File: config.mk
export PLATFORM = sky130hd
export DESIGN_NAME = core
export DESIGN_NICKNAME = d
export VERILOG_FILES = /design/src/isaPkg.sv /design/src/corePkg.sv /design/src/memAccessIf.sv /design/src/coreSequencer.sv /design/src/instructionDecoder.sv /design/src/registerFile.sv /design/src/loadStoreUnit.sv /design/src/busInterface.sv /design/src/core.sv
export VERILOG_INCLUDE_DIRS = /design/src /design/src/src
export SDC_FILE = /design/constraint.sdc
export NUM_CORES = 1
export LEC_CHECK = 0
export ABC_AREA = 1
export BUFFER_PORTS_ARGS = -buffer_cell sky130_fd_sc_hd__clkbuf_2
export CAP_MARGIN = 25
export CORE_MARGIN = 2
export CORE_UTILIZATION = 57
export DETAILED_ROUTE_END_ITERATION = 6
export HOLD_SLACK_MARGIN = 0.05
export PLACE_DENSITY = 0.75
export RECOVER_POWER = 25
export SYNTH_ARGS = -nofsm -noshare
export SYNTH_HDL_FRONTEND = slang
export SYNTH_SLANG_ARGS = --single-unit
File: constraint.sdc
create_clock -name CLK -period 3.9 [get_ports CLK]
set_input_delay 0.195 -clock CLK [delete_from_list [all_inputs] [get_ports CLK]]
set_output_delay 0.195 -clock CLK [all_outputs]
set_load 0.02 [all_outputs]
File: src/forthCore_params.svh
`ifndef FORTH_CORE_PARAMS_SVH
`define FORTH_CORE_PARAMS_SVH

// Data and address words share one width
`define FORTH_DATA_WIDTH 16

// R0 to R6 plus RA at the top index
`define FORTH_REG_COUNT 8

`define FORTH_RESET_PC 16'h0000

`endif

File: src/isaPkg.sv
`default_nettype none

package isaPkg;

	// Top four bits of every instruction
	typedef enum logic [3:0] {
		arithmeticLogic = 4'h1,
		loadStore       = 4'h2
	} instrGroupT;

	// Only the move survives in this core
	typedef enum logic [1:0] {
		aluMov = 2'b00
	} aluOpT;

	typedef enum logic [1:0] {
		regAS8 = 2'b00,
		regAU8 = 2'b01,
		regU4  = 2'b10
	} aluModeT;

	typedef enum logic [1:0] {
		ld  = 2'b00,
		st  = 2'b01,
		ldb = 2'b10,
		stb = 2'b11
	} ldsOpT;

	// Post-increment and post-decrement step the base after the access
	typedef enum logic [1:0] {
		regReg    = 2'b00,
		regRegInc = 2'b01,
		regRegDec = 2'b10,
		here      = 2'b11
	} ldsModeT;

	// For regU4 the upper nibble of imm names the target register
	typedef struct packed {
		instrGroupT grp;
		aluOpT      op;
		aluModeT    mode;
		logic [7:0] imm;
	} aluInstrT;

	typedef struct packed {
		instrGroupT grp;
		logic [1:0] rsvd;
		ldsOpT      op;
		ldsModeT    mode;
		logic [2:0] dataReg;
		logic [2:0] baseReg;
	} ldsInstrT;

	typedef union packed {
		aluInstrT    alu;
		ldsInstrT    lds;
		logic [15:0] raw;
	} instrT;

endpackage

`default_nettype wire

File: src/corePkg.sv
`default_nettype none
`include "forthCore_params.svh"

package corePkg;

	typedef enum logic [1:0] {
		fetchPh   = 2'b00,
		decodePh  = 2'b01,
		executePh = 2'b10,
		commitPh  = 2'b11
	} phaseT;

	typedef logic [$clog2(`FORTH_REG_COUNT)-1:0] regIdxT;

	typedef logic [`FORTH_DATA_WIDTH-1:0] wordT;

	// For stores dst names the register whose value goes out
	typedef struct packed {
		logic            isMove;
		logic            isLoad;
		logic            isStore;
		logic            isByte;
		logic            isHere;
		isaPkg::ldsModeT mode;
		regIdxT          dst;
		regIdxT          base;
		wordT            imm;
	} decodedT;

endpackage

`default_nettype wire

File: src/memAccessIf.sv
`timescale 1ns/10ps
`default_nettype none

interface memAccessIf (
	input logic CLK
);
	import corePkg::*;

	logic       req;
	logic       write;
	wordT       addr;
	wordT       wdata;
	logic [1:0] laneMask;
	wordT       rdata;

	// Read data comes back in the request cycle
	modport requester (
		output req, write, addr, wdata, laneMask,
		input  rdata
	);

	modport responder (
		input  CLK, req, write, addr, wdata, laneMask,
		output rdata
	);

endinterface

`default_nettype wire

File: src/coreSequencer.sv
`timescale 1ns/10ps
`default_nettype none
`include "forthCore_params.svh"

module coreSequencer (
	input  logic             CLK,
	input  logic             rstN,
	input  corePkg::decodedT dec,
	output corePkg::phaseT   phase,
	output isaPkg::instrT    instr,
	output corePkg::wordT    pc,
	memAccessIf.requester    fetchAcc
);
	import corePkg::*;

	// Held low until the first edge after reset is released
	logic  running;
	phaseT nextPhase;
	wordT  pcStep;

	always_comb begin
		case (phase)
			fetchPh:   nextPhase = decodePh;
			decodePh:  nextPhase = executePh;
			executePh: nextPhase = commitPh;
			default:   nextPhase = fetchPh;
		endcase
	end

	// A here load skips its inline operand word
	assign pcStep = dec.isHere ? wordT'(4) : wordT'(2);

	always_ff @(posedge CLK or negedge rstN) begin
		if (!rstN) begin
			running <= 1'b0;
			phase   <= fetchPh;
			pc      <= `FORTH_RESET_PC;
		end else begin
			running <= 1'b1;
			if (running) begin
				phase <= nextPhase;
				if (phase == commitPh)
					pc <= pc + pcStep;
			end
		end
	end

	// Instruction register
	always_ff @(posedge CLK) begin
		if (fetchAcc.req)
			instr <= fetchAcc.rdata;
	end

	assign fetchAcc.req      = running && (phase == fetchPh);
	assign fetchAcc.write    = 1'b0;
	assign fetchAcc.addr     = pc;
	assign fetchAcc.wdata    = '0;
	assign fetchAcc.laneMask = 2'b11;

	// Phase encodings count up by one and wrap after commit
	assert property (@(posedge CLK) disable iff (!rstN)
		running |=> phase == phaseT'($past(phase) + 2'd1))
		else $error("Phase sequence broken");

	// One fetch per instruction, then three quiet cycles
	assert property (@(posedge CLK) disable iff (!rstN)
		fetchAcc.req |-> (phase == fetchPh) ##1 !fetchAcc.req [*3] ##1 fetchAcc.req)
		else $error("Fetch request outside its slot");

endmodule

`default_nettype wire

File: src/instructionDecoder.sv
`timescale 1ns/10ps
`default_nettype none
`include "forthCore_params.svh"

module instructionDecoder (
	input  isaPkg::instrT    instr,
	output corePkg::decodedT dec
);
	import isaPkg::*;
	import corePkg::*;

	localparam regIdxT raIdx = regIdxT'(`FORTH_REG_COUNT - 1);

	always_comb begin
		// Anything not matched below falls through as a no-op
		dec = '0;
		case (instr.alu.grp)
			arithmeticLogic: begin
				if (instr.alu.op == aluMov) begin
					case (instr.alu.mode)
						regAS8: begin
							dec.isMove = 1'b1;
							dec.dst    = raIdx;
							dec.imm    = {{(`FORTH_DATA_WIDTH-8){instr.alu.imm[7]}},
								instr.alu.imm};
						end
						regAU8: begin
							dec.isMove = 1'b1;
							dec.dst    = raIdx;
							dec.imm    = {{(`FORTH_DATA_WIDTH-8){1'b0}}, instr.alu.imm};
						end
						regU4: begin
							// RA is reached only through the 8-bit modes
							if (instr.alu.imm[7:4] < 4'(`FORTH_REG_COUNT - 1)) begin
								dec.isMove = 1'b1;
								dec.dst    = regIdxT'(instr.alu.imm[7:4]);
								dec.imm    = {{(`FORTH_DATA_WIDTH-4){1'b0}}, instr.alu.imm[3:0]};
							end
						end
						default: ;
					endcase
				end
			end
			loadStore: begin
				if (instr.lds.rsvd == 2'b00) begin
					dec.mode = instr.lds.mode;
					dec.dst  = instr.lds.dataReg;
					dec.base = instr.lds.baseReg;
					if (instr.lds.mode == here) begin
						// Inline operand only makes sense as a word load
						if (instr.lds.op == ld) begin
							dec.isLoad = 1'b1;
							dec.isHere = 1'b1;
						end
					end else begin
						dec.isLoad  = (instr.lds.op == ld) || (instr.lds.op == ldb);
						dec.isStore = (instr.lds.op == st) || (instr.lds.op == stb);
						dec.isByte  = (instr.lds.op == ldb) || (instr.lds.op == stb);
					end
				end
			end
			default: ;
		endcase
	end

endmodule

`default_nettype wire

File: src/registerFile.sv
`timescale 1ns/10ps
`default_nettype none
`include "forthCore_params.svh"

module registerFile (
	input  logic            CLK,
	input  logic            rstN,
	input  corePkg::regIdxT rdIdxA,
	input  corePkg::regIdxT rdIdxB,
	output corePkg::wordT   rdDataA,
	output corePkg::wordT   rdDataB,
	input  logic            wrEn,
	input  corePkg::regIdxT wrIdx,
	input  corePkg::wordT   wrData,
	input  logic            baseEn,
	input  corePkg::regIdxT baseIdx,
	input  corePkg::wordT   baseData
);
	import corePkg::*;

	wordT regs [`FORTH_REG_COUNT];

	always_ff @(posedge CLK or negedge rstN) begin
		if (!rstN) begin
			for (int i = 0; i < `FORTH_REG_COUNT; i++)
				regs[i] <= '0;
		end else begin
			if (baseEn)
				regs[baseIdx] <= baseData;
			// Data write wins, e.g. a pop into its own base
			if (wrEn)
				regs[wrIdx] <= wrData;
		end
	end

	assign rdDataA = regs[rdIdxA];
	assign rdDataB = regs[rdIdxB];

	assert property (@(posedge CLK) disable iff (!rstN)
		(wrEn |-> !$isunknown(wrIdx)) and (baseEn |-> !$isunknown(baseIdx)))
		else $error("Register write index unknown");

endmodule

`default_nettype wire

File: src/loadStoreUnit.sv
`timescale 1ns/10ps
`default_nettype none
`include "forthCore_params.svh"

module loadStoreUnit (
	input  logic             CLK,
	input  logic             rstN,
	input  corePkg::phaseT   phase,
	input  corePkg::decodedT dec,
	input  corePkg::wordT    pc,
	input  corePkg::wordT    baseVal,
	input  corePkg::wordT    dataVal,
	output corePkg::wordT    loadData,
	output corePkg::wordT    nextBase,
	memAccessIf.requester    dataAcc
);
	import isaPkg::*;
	import corePkg::*;

	logic       hiLane;
	logic [7:0] laneByte;
	wordT       step;

	// Here loads read the word right after the instruction
	assign dataAcc.addr  = dec.isHere ? pc + wordT'(2) : baseVal;
	assign dataAcc.req   = (phase == executePh) && (dec.isLoad || dec.isStore);
	assign dataAcc.write = dec.isStore;

	// Odd byte address lands on the high lane
	assign hiLane = dataAcc.addr[0];

	always_comb begin
		if (!dec.isByte)
			dataAcc.laneMask = 2'b11;
		else if (hiLane)
			dataAcc.laneMask = 2'b10;
		else
			dataAcc.laneMask = 2'b01;
	end

	always_comb begin
		if (!dec.isByte)
			dataAcc.wdata = dataVal;
		else if (hiLane)
			dataAcc.wdata = {dataVal[7:0], 8'h00};
		else
			dataAcc.wdata = {8'h00, dataVal[7:0]};
	end

	assign laneByte = hiLane ? dataAcc.rdata[15:8] : dataAcc.rdata[7:0];

	always_ff @(posedge CLK or negedge rstN) begin
		if (!rstN)
			loadData <= '0;
		else if (dataAcc.req && !dataAcc.write)
			loadData <= dec.isByte ? {{(`FORTH_DATA_WIDTH-8){1'b0}}, laneByte}
				: dataAcc.rdata;
	end

	// Base moves by the access size
	assign step = dec.isByte ? wordT'(1) : wordT'(2);

	always_comb begin
		case (dec.mode)
			regRegInc: nextBase = baseVal + step;
			regRegDec: nextBase = baseVal - step;
			default:   nextBase = baseVal;
		endcase
	end

	assert property (@(posedge CLK) disable iff (!rstN)
		dataAcc.req |-> (dataAcc.laneMask != 2'b00) ##1 !dataAcc.req)
		else $error("Data request without lanes or longer than one cycle");

endmodule

`default_nettype wire

File: src/busInterface.sv
`timescale 1ns/10ps
`default_nettype none

module busInterface (
	memAccessIf.responder fetchAcc,
	memAccessIf.responder dataAcc,
	output corePkg::wordT addrBuf,
	output corePkg::wordT doutBuf,
	input  corePkg::wordT din,
	output logic          rdN,
	output logic          wrN0,
	output logic          wrN1,
	output logic          abusOeN
);
	import corePkg::*;

	logic       req;
	logic       write;
	logic [1:0] laneMask;

	// Data access owns the bus in execute, fetch otherwise
	assign req      = fetchAcc.req || dataAcc.req;
	assign write    = dataAcc.req ? dataAcc.write : fetchAcc.write;
	assign laneMask = dataAcc.req ? dataAcc.laneMask : fetchAcc.laneMask;
	assign addrBuf  = dataAcc.req ? dataAcc.addr : fetchAcc.addr;

	always_comb begin
		if (dataAcc.req && dataAcc.write)
			doutBuf = dataAcc.wdata;
		else if (fetchAcc.req && fetchAcc.write)
			doutBuf = fetchAcc.wdata;
		else
			doutBuf = '0;
	end

	// Strobes are active low
	assign rdN     = !(req && !write);
	assign wrN0    = !(req && write && laneMask[0]);
	assign wrN1    = !(req && write && laneMask[1]);
	assign abusOeN = !req;

	assign fetchAcc.rdata = din;
	assign dataAcc.rdata  = din;

	assert property (@(posedge fetchAcc.CLK) !(fetchAcc.req && dataAcc.req))
		else $error("Fetch and data requests collide");

endmodule

`default_nettype wire

File: src/core.sv
`timescale 1ns/10ps
`default_nettype none
`include "forthCore_params.svh"

module core (
	input  logic                         CLK,
	input  logic                         rstN,
	output logic                         fetch,
	output logic                         decode,
	output logic                         execute,
	output logic                         commit,
	output logic [`FORTH_DATA_WIDTH-1:0] addrBuf,
	output logic [`FORTH_DATA_WIDTH-1:0] doutBuf,
	input  logic [`FORTH_DATA_WIDTH-1:0] din,
	output logic                         rdN,
	output logic                         wrN0,
	output logic                         wrN1,
	output logic                         abusOeN
);
	import isaPkg::*;
	import corePkg::*;

	phaseT   phase;
	instrT   instr;
	wordT    pc;
	decodedT dec;
	wordT    baseVal;
	wordT    dataVal;
	wordT    loadData;
	wordT    nextBase;
	logic    wrEn;
	logic    baseEn;
	wordT    wrData;

	memAccessIf fetchAcc (.CLK(CLK));
	memAccessIf dataAcc (.CLK(CLK));

	coreSequencer sequencer_inst (
		.CLK      (CLK),
		.rstN     (rstN),
		.dec      (dec),
		.phase    (phase),
		.instr    (instr),
		.pc       (pc),
		.fetchAcc (fetchAcc.requester)
	);

	instructionDecoder decoder_inst (
		.instr (instr),
		.dec   (dec)
	);

	// All architectural updates land at the end of commit
	assign wrEn   = (phase == commitPh) && (dec.isMove || dec.isLoad);
	assign baseEn = (phase == commitPh) && (dec.isLoad || dec.isStore) && !dec.isHere
		&& ((dec.mode == regRegInc) || (dec.mode == regRegDec));
	assign wrData = dec.isMove ? dec.imm : loadData;

	registerFile regFile_inst (
		.CLK      (CLK),
		.rstN     (rstN),
		.rdIdxA   (dec.base),
		.rdIdxB   (dec.dst),
		.rdDataA  (baseVal),
		.rdDataB  (dataVal),
		.wrEn     (wrEn),
		.wrIdx    (dec.dst),
		.wrData   (wrData),
		.baseEn   (baseEn),
		.baseIdx  (dec.base),
		.baseData (nextBase)
	);

	loadStoreUnit lsu_inst (
		.CLK      (CLK),
		.rstN     (rstN),
		.phase    (phase),
		.dec      (dec),
		.pc       (pc),
		.baseVal  (baseVal),
		.dataVal  (dataVal),
		.loadData (loadData),
		.nextBase (nextBase),
		.dataAcc  (dataAcc.requester)
	);

	busInterface bus_inst (
		.fetchAcc (fetchAcc.responder),
		.dataAcc  (dataAcc.responder),
		.addrBuf  (addrBuf),
		.doutBuf  (doutBuf),
		.din      (din),
		.rdN      (rdN),
		.wrN0     (wrN0),
		.wrN1     (wrN1),
		.abusOeN  (abusOeN)
	);

	// Fetch request already stays low until the core starts running
	assign fetch   = fetchAcc.req;
	assign decode  = (phase == decodePh);
	assign execute = (phase == executePh);
	assign commit  = (phase == commitPh);

endmodule

`default_nettype wire

Word-level counts from Yosys, hierarchy flattened. Cells that the tools add are included.

Register bits after elaboration: 179. Input bits: 18. Output and inout port bits: 40. Logic and storage cells: 117.

Add/sub/neg operators: 4. $lt $le $gt $ge: 5. Equal/unequal tests: 11. Multiplexer cells: 49. Bitwise logic cells: 2. Reduce and logical (&&, ||, !) cells: 33.

Operators by type and width (number): $bwmux W128 (2); $mux W128 (2); $mux W16 (15); $bmux W16 S3 (2); $demux W16 S3 (2); $pmux W16 S3 (1); $add A16 B16 Y16 (2); $pmux W16 S2 (1); $add A16 B2 Y16 const B (1); $sub A16 B16 Y16 (1); $logic_and A1 B1 Y1 (14); $eq A2 B2 Y1 const B (6); $mux W12 (1); $mux W3 (4); $pmux W3 S2 (2); $mux W2 (5); $ge A4 B4 Y1 const B (2); $lt A4 B1 Y1 const B (2); $mux W8 (1); $not A3 Y4 (2); $logic_not A1 Y1 (7); $logic_or A1 B1 Y1 (7); $mux W1 (7); $eq A2 B1 Y1 const B (3); other kinds (10) (12).

Longest topological paths before layout. Gate-level depths: netlist (run 1).

Depth after elaboration: 15. Gate-level depth with buffers: 29. Depth with buffers taken out: 28.

Cells and area by module. From an unflattened synthesis (run 1), not the netlist that was laid out.

Cells, all modules: 2560. Area, all modules: 15038.2 µm².

Modules (own cells, without submodules): registerFile (instances 1, cells each 1618, area each 9303.9 µm², sequential area each 3203.1 µm²); loadStoreUnit (instances 1, cells each 481, area each 2575.0 µm², sequential area each 400.4 µm²); coreSequencer (instances 1, cells each 165, area each 1724.2 µm², sequential area each 930.9 µm²); busInterface (instances 1, cells each 154, area each 787.0 µm², sequential area each 0.0 µm²); instructionDecoder (instances 1, cells each 73, area each 356.6 µm², sequential area each 0.0 µm²); core (instances 1, cells each 69, area each 291.5 µm², sequential area each 0.0 µm²).

Least setup slack after synthesis (run 1). OpenSTA, ideal clock, no wires.

Path kind: register -> register. From: reg sequencer_inst.instr[15] (netlist bit). To: reg regFile_inst.regs[104] (netlist bit). Setup time: 0.152 ns. Arrival time: 3.375 ns. Data required time: 3.748 ns. Setup slack: 0.373 ns. Cell stages (with the launch flop): 22. Path buffers: 0. Clock period less this slack: 3.527 ns. Cell sequence: edfxtp_1 > nor2_1 > nand3_2 > nor2_1 > inv_2 > nor2_1 > ha_1 > inv_1 > nor2_1 > inv_1 > fa_1 > o21ai_0 > nand3_1 > nand2_1 > inv_1 > nand2_1 > nand2_1 > nand2_1 > xor2_1 > nand2_2 > nand3_1 > a22oi_1.

Cells in the longest elaborated chain, start to end: 12. Elaborated cells on any way between the ends: 41. Classes of those cells: 2 x add/sub; 4 x order compare; 4 x eq/ne; 19 x mux; 2 x bitwise; 10 x reduce/logical.

RTL lines: start, declared (RTL line coreSequencer.sv:10) `output isaPkg::instrT instr,`; start signal, assigned (RTL line coreSequencer.sv:51) `instr <= fetchAcc.rdata;`; $eq A4 B2 Y1 (RTL line instructionDecoder.sv:17) `case (instr.alu.grp)`; $mux W3 (RTL line instructionDecoder.sv:17); $not A3 Y4 (implied by the code) (RTL line registerFile.sv:29, registerFile.sv:36); $bmux W16 S3 (RTL line registerFile.sv:36) `assign rdDataA = regs[rdIdxA];`; $mux W16 (implied by the code) (2 in series) (RTL line registerFile.sv:36); $sub A16 B16 Y16 / $add A16 B16 Y16 (equally long branches) (RTL line loadStoreUnit.sv:66, loadStoreUnit.sv:65); $pmux W16 S2 (RTL line loadStoreUnit.sv:64) `case (dec.mode)`; $bwmux W128 (RTL line registerFile.sv:29) `regs[baseIdx] <= baseData;`; $mux W128 (RTL line registerFile.sv:28) `if (baseEn)`; $bwmux W128 (RTL line registerFile.sv:32) `regs[wrIdx] <= wrData;`; $mux W128 (*) (RTL line registerFile.sv:31) `if (wrEn)`; end signal, assigned by index (RTL line registerFile.sv:29); end signal, assigned by index (RTL line registerFile.sv:32); end, declared (RTL line registerFile.sv:21) `` wordT regs [`FORTH_REG_COUNT]; ``.

Every way passes the cells marked *; elsewhere a longest branch is shown, timed or not. The select of a mux whose other input is x is not followed. A chain may end at the register's enable or synchronous reset.

Final worst setup path (run 1).
From: reg sequencer_inst.instr[0] (netlist bit). To: reg regFile_inst.regs[31] (netlist bit).

Cells in the longest elaborated chain, start to end: 12. Elaborated cells on any way between the ends: 18. Classes of those cells: 2 x add/sub; 2 x order compare; 12 x mux; 1 x bitwise; 1 x reduce/logical.

RTL lines: $mux W12 (*) (RTL line instructionDecoder.sv:45) `if (instr.lds.rsvd == 2'b00) begin`; $mux W3 (*) (RTL line instructionDecoder.sv:17); $not A3 Y4 (implied by the code) (*) (RTL line registerFile.sv:29, registerFile.sv:36); $bmux W16 S3 (RTL line registerFile.sv:36); $mux W16 (implied by the code) (2 in series) (RTL line registerFile.sv:36); $sub A16 B16 Y16 / $add A16 B16 Y16 (equally long branches) (RTL line loadStoreUnit.sv:66, loadStoreUnit.sv:65); $pmux W16 S2 (RTL line loadStoreUnit.sv:64); $bwmux W128 (*) (RTL line registerFile.sv:29); $mux W128 (*) (RTL line registerFile.sv:28); $bwmux W128 (RTL line registerFile.sv:32); $mux W128 (*) (RTL line registerFile.sv:31).

Marks and branches as above.

==> results.json, run 1 <==
{
  "status": "complete, but fails checks",
  "failed_checks": "DRC, capacitance limit, slew limit",
  "synth_simple_gate_area_share_pct": 22.5,
  "num_rows": 53,
  "finalCoreUtilization_pct": 67.1,
  "clock_insertion_delay_worst_skew_ns": 0.45,
  "timing.clock.skew_ns": 0.0127,
  "synthesis.area_sq_mm": 0.0120,
  "clk_pin_slew_worst_paths_ns": 0.08,
  "timing.critical_path.arrival_ns": 4.16,
  "cts.sink_count": 178,
  "fp.dieArea_sq_mm": 0.0222,
  "required_ns": 4.22,
  "synth-compound-area-share_pct": 25.8,
  "routed-via-count": 13400,
  "worst-slew-pin-transition_ns": 2.35,
  "period_needed_ns": 3.85,
  "max_slew_margin_pct": -56.5,
  "maxSlewViolCount": 88,
  "chipWidth_microns": 149,
  "leakage_power_of_the_design_nw": 6.42,
  "fmax_mhz": 260,
  "mappedNetlistNets": 1716,
  "ys_warn_count": 0,
  "grt_max_degree": 89,
  "grt_setup_unrepaired": "yes",
  "drc": 8,
  "yosysSeqAreaShare_pct": 37.9,
  "grt_util_all_layers_pct": 43.9,
  "grt_overflow": 0,
  "cpMostUsedCell": "inv_1",
  "design.core.area_sq_mm": 0.0208,
  "place_hpwl_microns": 33000,
  "timing.hold.worst.class": "reg -> reg",
  "critical-path-slowest-cell": "a221oi_1",
  "fin_hold_ws_ns": 0.471,
  "postSynth.topFlopCell": "dfrtp_1",
  "synth_xor_xnor_area_share_pct": 1.83,
  "wl_per_cell_microns": 23.5,
  "setup.worst_path.class": "reg -> reg",
  "number_of_nets_with_antenna_violations_after_detailed_routing": 0,
  "critical_path.max_fanout": 8,
  "die_h_microns": 149,
  "synthCells": 1674,
  "number_of_buffers_on_the_longest_clock_path": 2,
  "areaGrowthSynthToFinish_pct": 16.7,
  "report.final.hold_viol_count": 0,
  "drv_cap": 1,
  "placement.setup.worst_slack_ns": -0.119,
  "clk_root_buffer_cell": "clkbuf_16",
  "cts_tree": "done",
  "peak_supply_drop_uv": 294,
  "final_min_period_over_clock_period_pct": 98.6,
  "drt-pass1-iter-count": 7,
  "place.gp.congestion": 1.02,
  "floorplan.initialDensity_pct": 57.5,
  "critical_path.startpoint_type": "flip-flop",
  "ordered_list_of_cells_on_the_worst_path": "inv_1 > nor2_4 > nand2_4 > inv_1 > buf_4 > nand2_2 > buf_4 > inv_1 > buf_4 > a221oi_1 > nand4_1 > inv_1 > ha_1 > inv_1 > o21bai_1 > a21oi_1 > nand3_1 > nand2_1 > nand3_2 > nand3_1 > a21oi_1",
  "num-fill-cells": 1892,
  "viasPerCell": 6.49,
  "setup_ws_ns": 0.0542,
  "dr.first_iter.drc_count": 1794,
  "pwr_density_cell_mw_per_mm2": 432,
  "numPortBuffers": 57,
  "synth_adder_area_share_pct": 2.63,
  "pin_count": 58,
  "final_setup_violation_count": 0,
  "reg2reg_setup_slack_ns": 0.05,
  "post_synth.cell_area_avg_sq_um": 7.15,
  "yosys-mux-area-fraction_pct": 0.167,
  "synth.lib_cells_used.distinct": 53,
  "numCtsBuffers": 17,
  "asyncSetResetFlopFracSynth_pct": 91.0,
  "routed_wirelength_microns": 48600,
  "first_global_vias": 12500,
  "synth-edff-count": 16,
  "setup.worst_path.end_class": "flip-flop",
  "synth_top_family_by_area": "compound AO/OA/AOI/OAI gates",
  "fin_nets": 1823,
  "slowest_delay_ns": 0.40,
  "clock_tree.htree_level_count": 4,
  "antenna_found_initial": 1,
  "fraction_of_layout_instances_using_a_drive_strength_above_1_pct": 14.8,
  "grt_first_pass_wirelength_microns": 73100,
  "post_synthesis_sequential_element_count": 178
}
-- worst max-delay path, delay by kind of cell, from the launching register on --
family / cells / cell delay [ns]
buffers and inverters: 8 / 1.19
and+or+nand+nor: 8 / 1.05
AOI/OAI and AO/OA: 4 / 0.80
DFF: 1 / 0.39
adders and majority gates: 1 / 0.28
-- layout by cell type (no fill, tap or decap), types with 4 or more instances in the layout --
cell type,netlist,final
a22oi_1,29,29
nor2_2,9,10
ha_1,22,20
buf_12,0,5
nand3_1,109,109
dlygate4sd3_1,0,17
inv_1,184,180
o22ai_1,62,62
buf_4,3,84
clkinv_1,3,4
clkbuf_16,0,17
a221oi_1,13,10
o21ai_2,4,5
nand2_4,4,8
nand2_2,11,20
o21ai_1,12,14
a21oi_1,189,188
xor2_1,21,21
nand4_1,12,12
dfrtp_1,162,162
nor2_1,160,154
nand2_1,267,254
inv_2,14,16
nor3_1,11,9
nor2_4,7,12
clkbuf_2,0,43
o21bai_1,4,4
clkbuf_1,49,15
nor3_2,3,5
o21ai_0,227,224
edfxtp_1,16,16
-- layer usage --
layer | up-vias | share of wire [%] | global-route usage, % | wire (microns)
met3 | 224 | 13 | 11.1 | 6510
met2 | 1013 | 43 | 67.4 | 21100
li1 | 5906 | - | - | -
met1 | 6295 | 37 | 57.8 | 18100
met4 | 0 | 5.9 | 22.1 | 2850
met5 | - | 0 | 0 | 0
-- worst paths after layout --
path / from / endpoint / depth (start not counted)
setup / recovery: sequencer_inst.instr[0]$_DFFE_PP_ / regFile_inst.regs[31]$_DFF_PN0_ / 21
hold / removal: sequencer_inst.fetchAcc.addr[14]$_DFFE_PN0P_ / sequencer_inst.fetchAcc.addr[14]$_DFFE_PN0P_ / 1
setup reg to reg: sequencer_inst.instr[0]$_DFFE_PP_ / regFile_inst.regs[31]$_DFF_PN0_ / 21
hold reg to reg: sequencer_inst.fetchAcc.addr[14]$_DFFE_PN0P_ / sequencer_inst.fetchAcc.addr[14]$_DFFE_PN0P_ / 1
max in group asynchronous: rstN / regFile_inst.regs[115]$_DFF_PN0_ / 3
min in group asynchronous: rstN / lsu_inst.loadData[6]$_DFFE_PN0P_ / 2
-- logic make-up (layout without fill, tap and decap cells) --
kind of cell	count (synthesis)	count (layout)
compound gates	559	559
fa+ha+maj	24	24
buf+inv	278	398
simple gates	607	607
mux	2	2
other cells	1	2
flops	178	178
xor+xnor	25	25
-- through the flow --
stage               setup TNS (ns)  power (mW)  instance area, sq um  cells
global route                 -1.53        6.28                 14000   2069
finish                           0        6.03                 14000   2070
floorplan                        0        3.37                 12000   1674
CTS                              0        5.88                 13700   2059
global placement                 0        4.04                 12900   2010
detailed placement           -2.97        4.07                 12900   2010
-- timing repair --
action / CTS / global route
hold endpoints to repair: 106 / 0
pin swaps: 0 / 7
cloned: 0 / 0
setup buffers: 0 / 10
resized for setup: 9 / 43
hold buffers: 17 / 0
endpoints found under the setup margin: 72 / 107
-- cell type report --
class,count,area (sq um),area share [%]
multi-input combinational,1218,6530,46.8
sequential,178,4530,32.5
timing repair buffer,164,1180,8.45
inverter,202,766,5.48
clock buffer,18,429,3.07
tap,275,344,2.46
clock inverter,14,173,1.24
antenna,1,2.50,0.0179
-- sequential cells by signal (all words and copies together), names as in the netlist --
register	cells
regFile_inst.regs	128
lsu_inst.loadData	16
sequencer_inst.phase	2
sequencer_inst.running	1
sequencer_inst.fetchAcc.addr	15
sequencer_inst.instr	16
-- Yosys cell counts, types with 12 or more instances --
cell type  number  area, sq um
nand2_1       267         1000
o21ai_0       227         1140
a21oi_1       189          946
inv_1         184          691
dfrtp_1       162         4050
nor2_1        160          601
nand3_1       109          546
o22ai_1        62          388
clkbuf_1       49          184
a22oi_1        29          218
buf_2          22          110
ha_1           22          275
xor2_1         21          184
edfxtp_1       16          480
inv_2          14         52.6
a221oi_1       13          114
nand4_1        12         75.1
o21ai_1        12         60.1
-- power breakdown --
part | leakage (nW) | internal [mW] | switching [mW]
clock network | 0.288 | 0.970 | 0.856
registers | 2.33 | 2.05 | 0.137
logic | 3.81 | 0.606 | 1.41
Power figures use the tool's default switching activity.
==> inputs of run 2 (changes only) <==
Settings changed: MAX_ROUTING_LAYER set to met4, RECOVER_POWER 25 to 50.
==> run 2 against run 1 <==
  * Non-clock buffer count rose by 1
  * Hold slack about the same
  * Cell area barely moved
  * Core utilization is essentially flat
  * Largest cell class unchanged
  * Final cell count about the same
  * Combinational power up 2%
  * The run still ends with DRC, capacitance limit, slew limit left
==> results.json, run 2 (synthesis results as in run 1) <==
{
  "critical_path.max_fanout": 43,
  "required_ns": 3.70,
  "critical-path-slowest-cell": "inv_2",
  "worst-slew-pin-transition_ns": 2.23,
  "place_hpwl_microns": 33400,
  "multi_input_comb_area_sq_mm": 0.00655,
  "report.final.hold_viol_count": 0,
  "setup.worst_path.end_class": "output port",
  "numPortBuffers": 57,
  "failed_checks": "DRC, capacitance limit, slew limit",
  "numCtsBuffers": 17,
  "floorplan.initialDensity_pct": 57.5,
  "viasPerCell": 6.52,
  "drv_cap": 1,
  "critical_path.startpoint_type": "flip-flop",
  "sw_frac_of_total_pct": 39.6,
  "number_of_nets_with_antenna_violations_after_detailed_routing": 0,
  "worst_path_dominant_cell_family": "buffers and inverters",
  "chipWidth_microns": 149,
  "clk_pin_slew_worst_paths_ns": 0.08,
  "top_register": "regFile_inst.regs",
  "cp.buffers_inverters": 4,
  "slowest_delay_ns": 0.58,
  "pin_count": 58,
  "cts_tree": "done",
  "design.core.area_sq_mm": 0.0208,
  "clock_insertion_delay_worst_skew_ns": 0.45,
  "grt_first_pass_wirelength_microns": 72800,
  "timing.clock.skew_ns": 0.0140,
  "gr-usage-met2_pct": 67.3,
  "grt_util_all_layers_pct": 45.4,
  "met3_usage_pct": 10.8,
  "mostFrequentLayoutCells": "nand2_1 (256), o21ai_0 (224), inv_1 (181), a21oi_1 (181), dfrtp_1 (162)",
  "routed_wirelength_microns": 49300,
  "clock_power_share_pct": 30.7,
  "setup-tns-final_ns": 0,
  "maxSlewViolCount": 86,
  "fin_hold_ws_ns": 0.471,
  "grt_setup_unrepaired": "yes",
  "num-fill-cells": 1857,
  "setup.worst_path.class": "reg -> out",
  "fin_nets": 1824,
  "die_h_microns": 149,
  "timing.critical_path.arrival_ns": 3.65,
  "grt_max_degree": 86,
  "dr.first_iter.drc_count": 2169,
  "final_min_period_over_clock_period_pct": 98.6,
  "drc": 5,
  "power.internal_mw": 3.70,
  "fp.dieArea_sq_mm": 0.0222,
  "largest_register_ffs": 128,
  "cts.sink_count": 178,
  "num_rows": 53,
  "status": "complete, but fails checks",
  "place.gp.congestion": 1.05,
  "total_power_mw": 6.13,
  "timing.hold.worst.class": "reg -> reg",
  "fraction_of_layout_instances_using_a_drive_strength_above_1_pct": 14.9,
  "first_global_vias": 12300,
  "ordered_list_of_cells_on_the_worst_path": "inv_2 > o211ai_2 > a21oi_4 > o21ai_0 > nand2_2 > inv_2 > buf_4 > nor2_1 > o21ai_0 > nand4_1 > a21oi_1 > clkbuf_2",
  "grt_overflow": 0,
  "seq_power_share_pct": 35.7,
  "pwr-share-comb_pct": 33.6,
  "pwr_density_cell_mw_per_mm2": 439,
  "biggest_regs": "regFile_inst.regs: 128 flops, lsu_inst.loadData: 16 flops, sequencer_inst.instr: 16 flops",
  "final_setup_violation_count": 0,
  "layout.cells.most_common": "nand2_1",
  "sequential_cell_area_sq_mm": 0.00453,
  "dpl.cell_count": 2012,
  "antenna_found_initial": 1,
  "peak_supply_drop_uv": 304,
  "leakage_power_of_the_design_nw": 6.41,
  "wl_per_cell_microns": 23.8,
  "busiest_layer": "met2",
  "drt-pass1-iter-count": 7,
  "clock_tree.htree_level_count": 4,
  "p_switching_mw": 2.43,
  "grt.met1_usage_pct": 59.2,
  "areaGrowthSynthToFinish_pct": 16.6,
  "max_slew_margin_pct": -48.7,
  "routed-via-count": 13500,
  "reg2reg_setup_slack_ns": 0.18,
  "post_layout_nonfiller_instances": 2071,
  "period_needed_ns": 3.85,
  "number_of_buffers_on_the_longest_clock_path": 2,
  "fmax_mhz": 260,
  "clk_root_buffer_cell": "clkbuf_16"
}
run 2: path summary, 6_finish.rpt:
| path | startpoint | end | cells after the start |
|---|---|---|---|
| worst max-delay path | sequencer_inst.instr[9]$_DFFE_PP_ | doutBuf[11] | 12 |
| worst min-delay path | sequencer_inst.fetchAcc.addr[14]$_DFFE_PN0P_ | sequencer_inst.fetchAcc.addr[14]$_DFFE_PN0P_ | 1 |
| worst max register to register | sequencer_inst.instr[14]$_DFFE_PP_ | regFile_inst.regs[101]$_DFF_PN0_ | 19 |
| worst min register to register | sequencer_inst.fetchAcc.addr[14]$_DFFE_PN0P_ | sequencer_inst.fetchAcc.addr[14]$_DFFE_PN0P_ | 1 |
| max in group asynchronous | rstN | regFile_inst.regs[110]$_DFF_PN0_ | 3 |
| min in group asynchronous | rstN | lsu_inst.loadData[4]$_DFFE_PN0P_ | 2 |
run 2: repair_timing:
item,in CTS,in global routing
hold endpoints to repair,105,0
pin swaps,0,11
hold buffers,17,0
cloned,0,0
setup buffers,0,9
resized for setup,4,49
setup endpoints to repair,74,115
run 2: area by class of cell:
| cell class | count | share of cell area, % |
|---|---|---|
| antenna | 1 | 0.0179 |
| clock buffer | 18 | 3.07 |
| clock inverter | 14 | 1.37 |
| inverter | 202 | 5.47 |
| multi-input combinational | 1218 | 46.9 |
| sequential | 178 | 32.5 |
| tap | 275 | 2.46 |
| timing repair buffer | 165 | 8.21 |
run 2: per-layer routing:
metal | share of wire [%] | wire (microns) | vias up
met5 | 0 | 0 | -
met4 | 6.0 | 2950 | 0
met3 | 14 | 6920 | 240
met2 | 43 | 21200 | 1078
met1 | 37 | 18300 | 6274
li1 | - | - | 5906
run 2: power by group through the flow:
stage                     Combinational, mW  Sequential, mW  Clock (mW)
final                                  2.06            2.19        1.88
after global routing                   2.20            2.21        1.95
after CTS                              1.88            2.18        1.88
after detailed placement               1.86            2.21           0
after global placement                 1.83            2.21           0
after floorplan                        1.19            2.18           0
run 2: through the flow:
step	cell area [sq um]	util, %	setup slack (ns)
5_1_grt	14000	67.0	-0.0650
4_1_cts	13700	65.9	0.0173
2_1_floorplan	12000	-	0.373
6_report	14000	67.0	0.0534
3_5_place_dp	12900	62.0	-0.0901
3_3_place_gp	12900	62.0	-0.00493
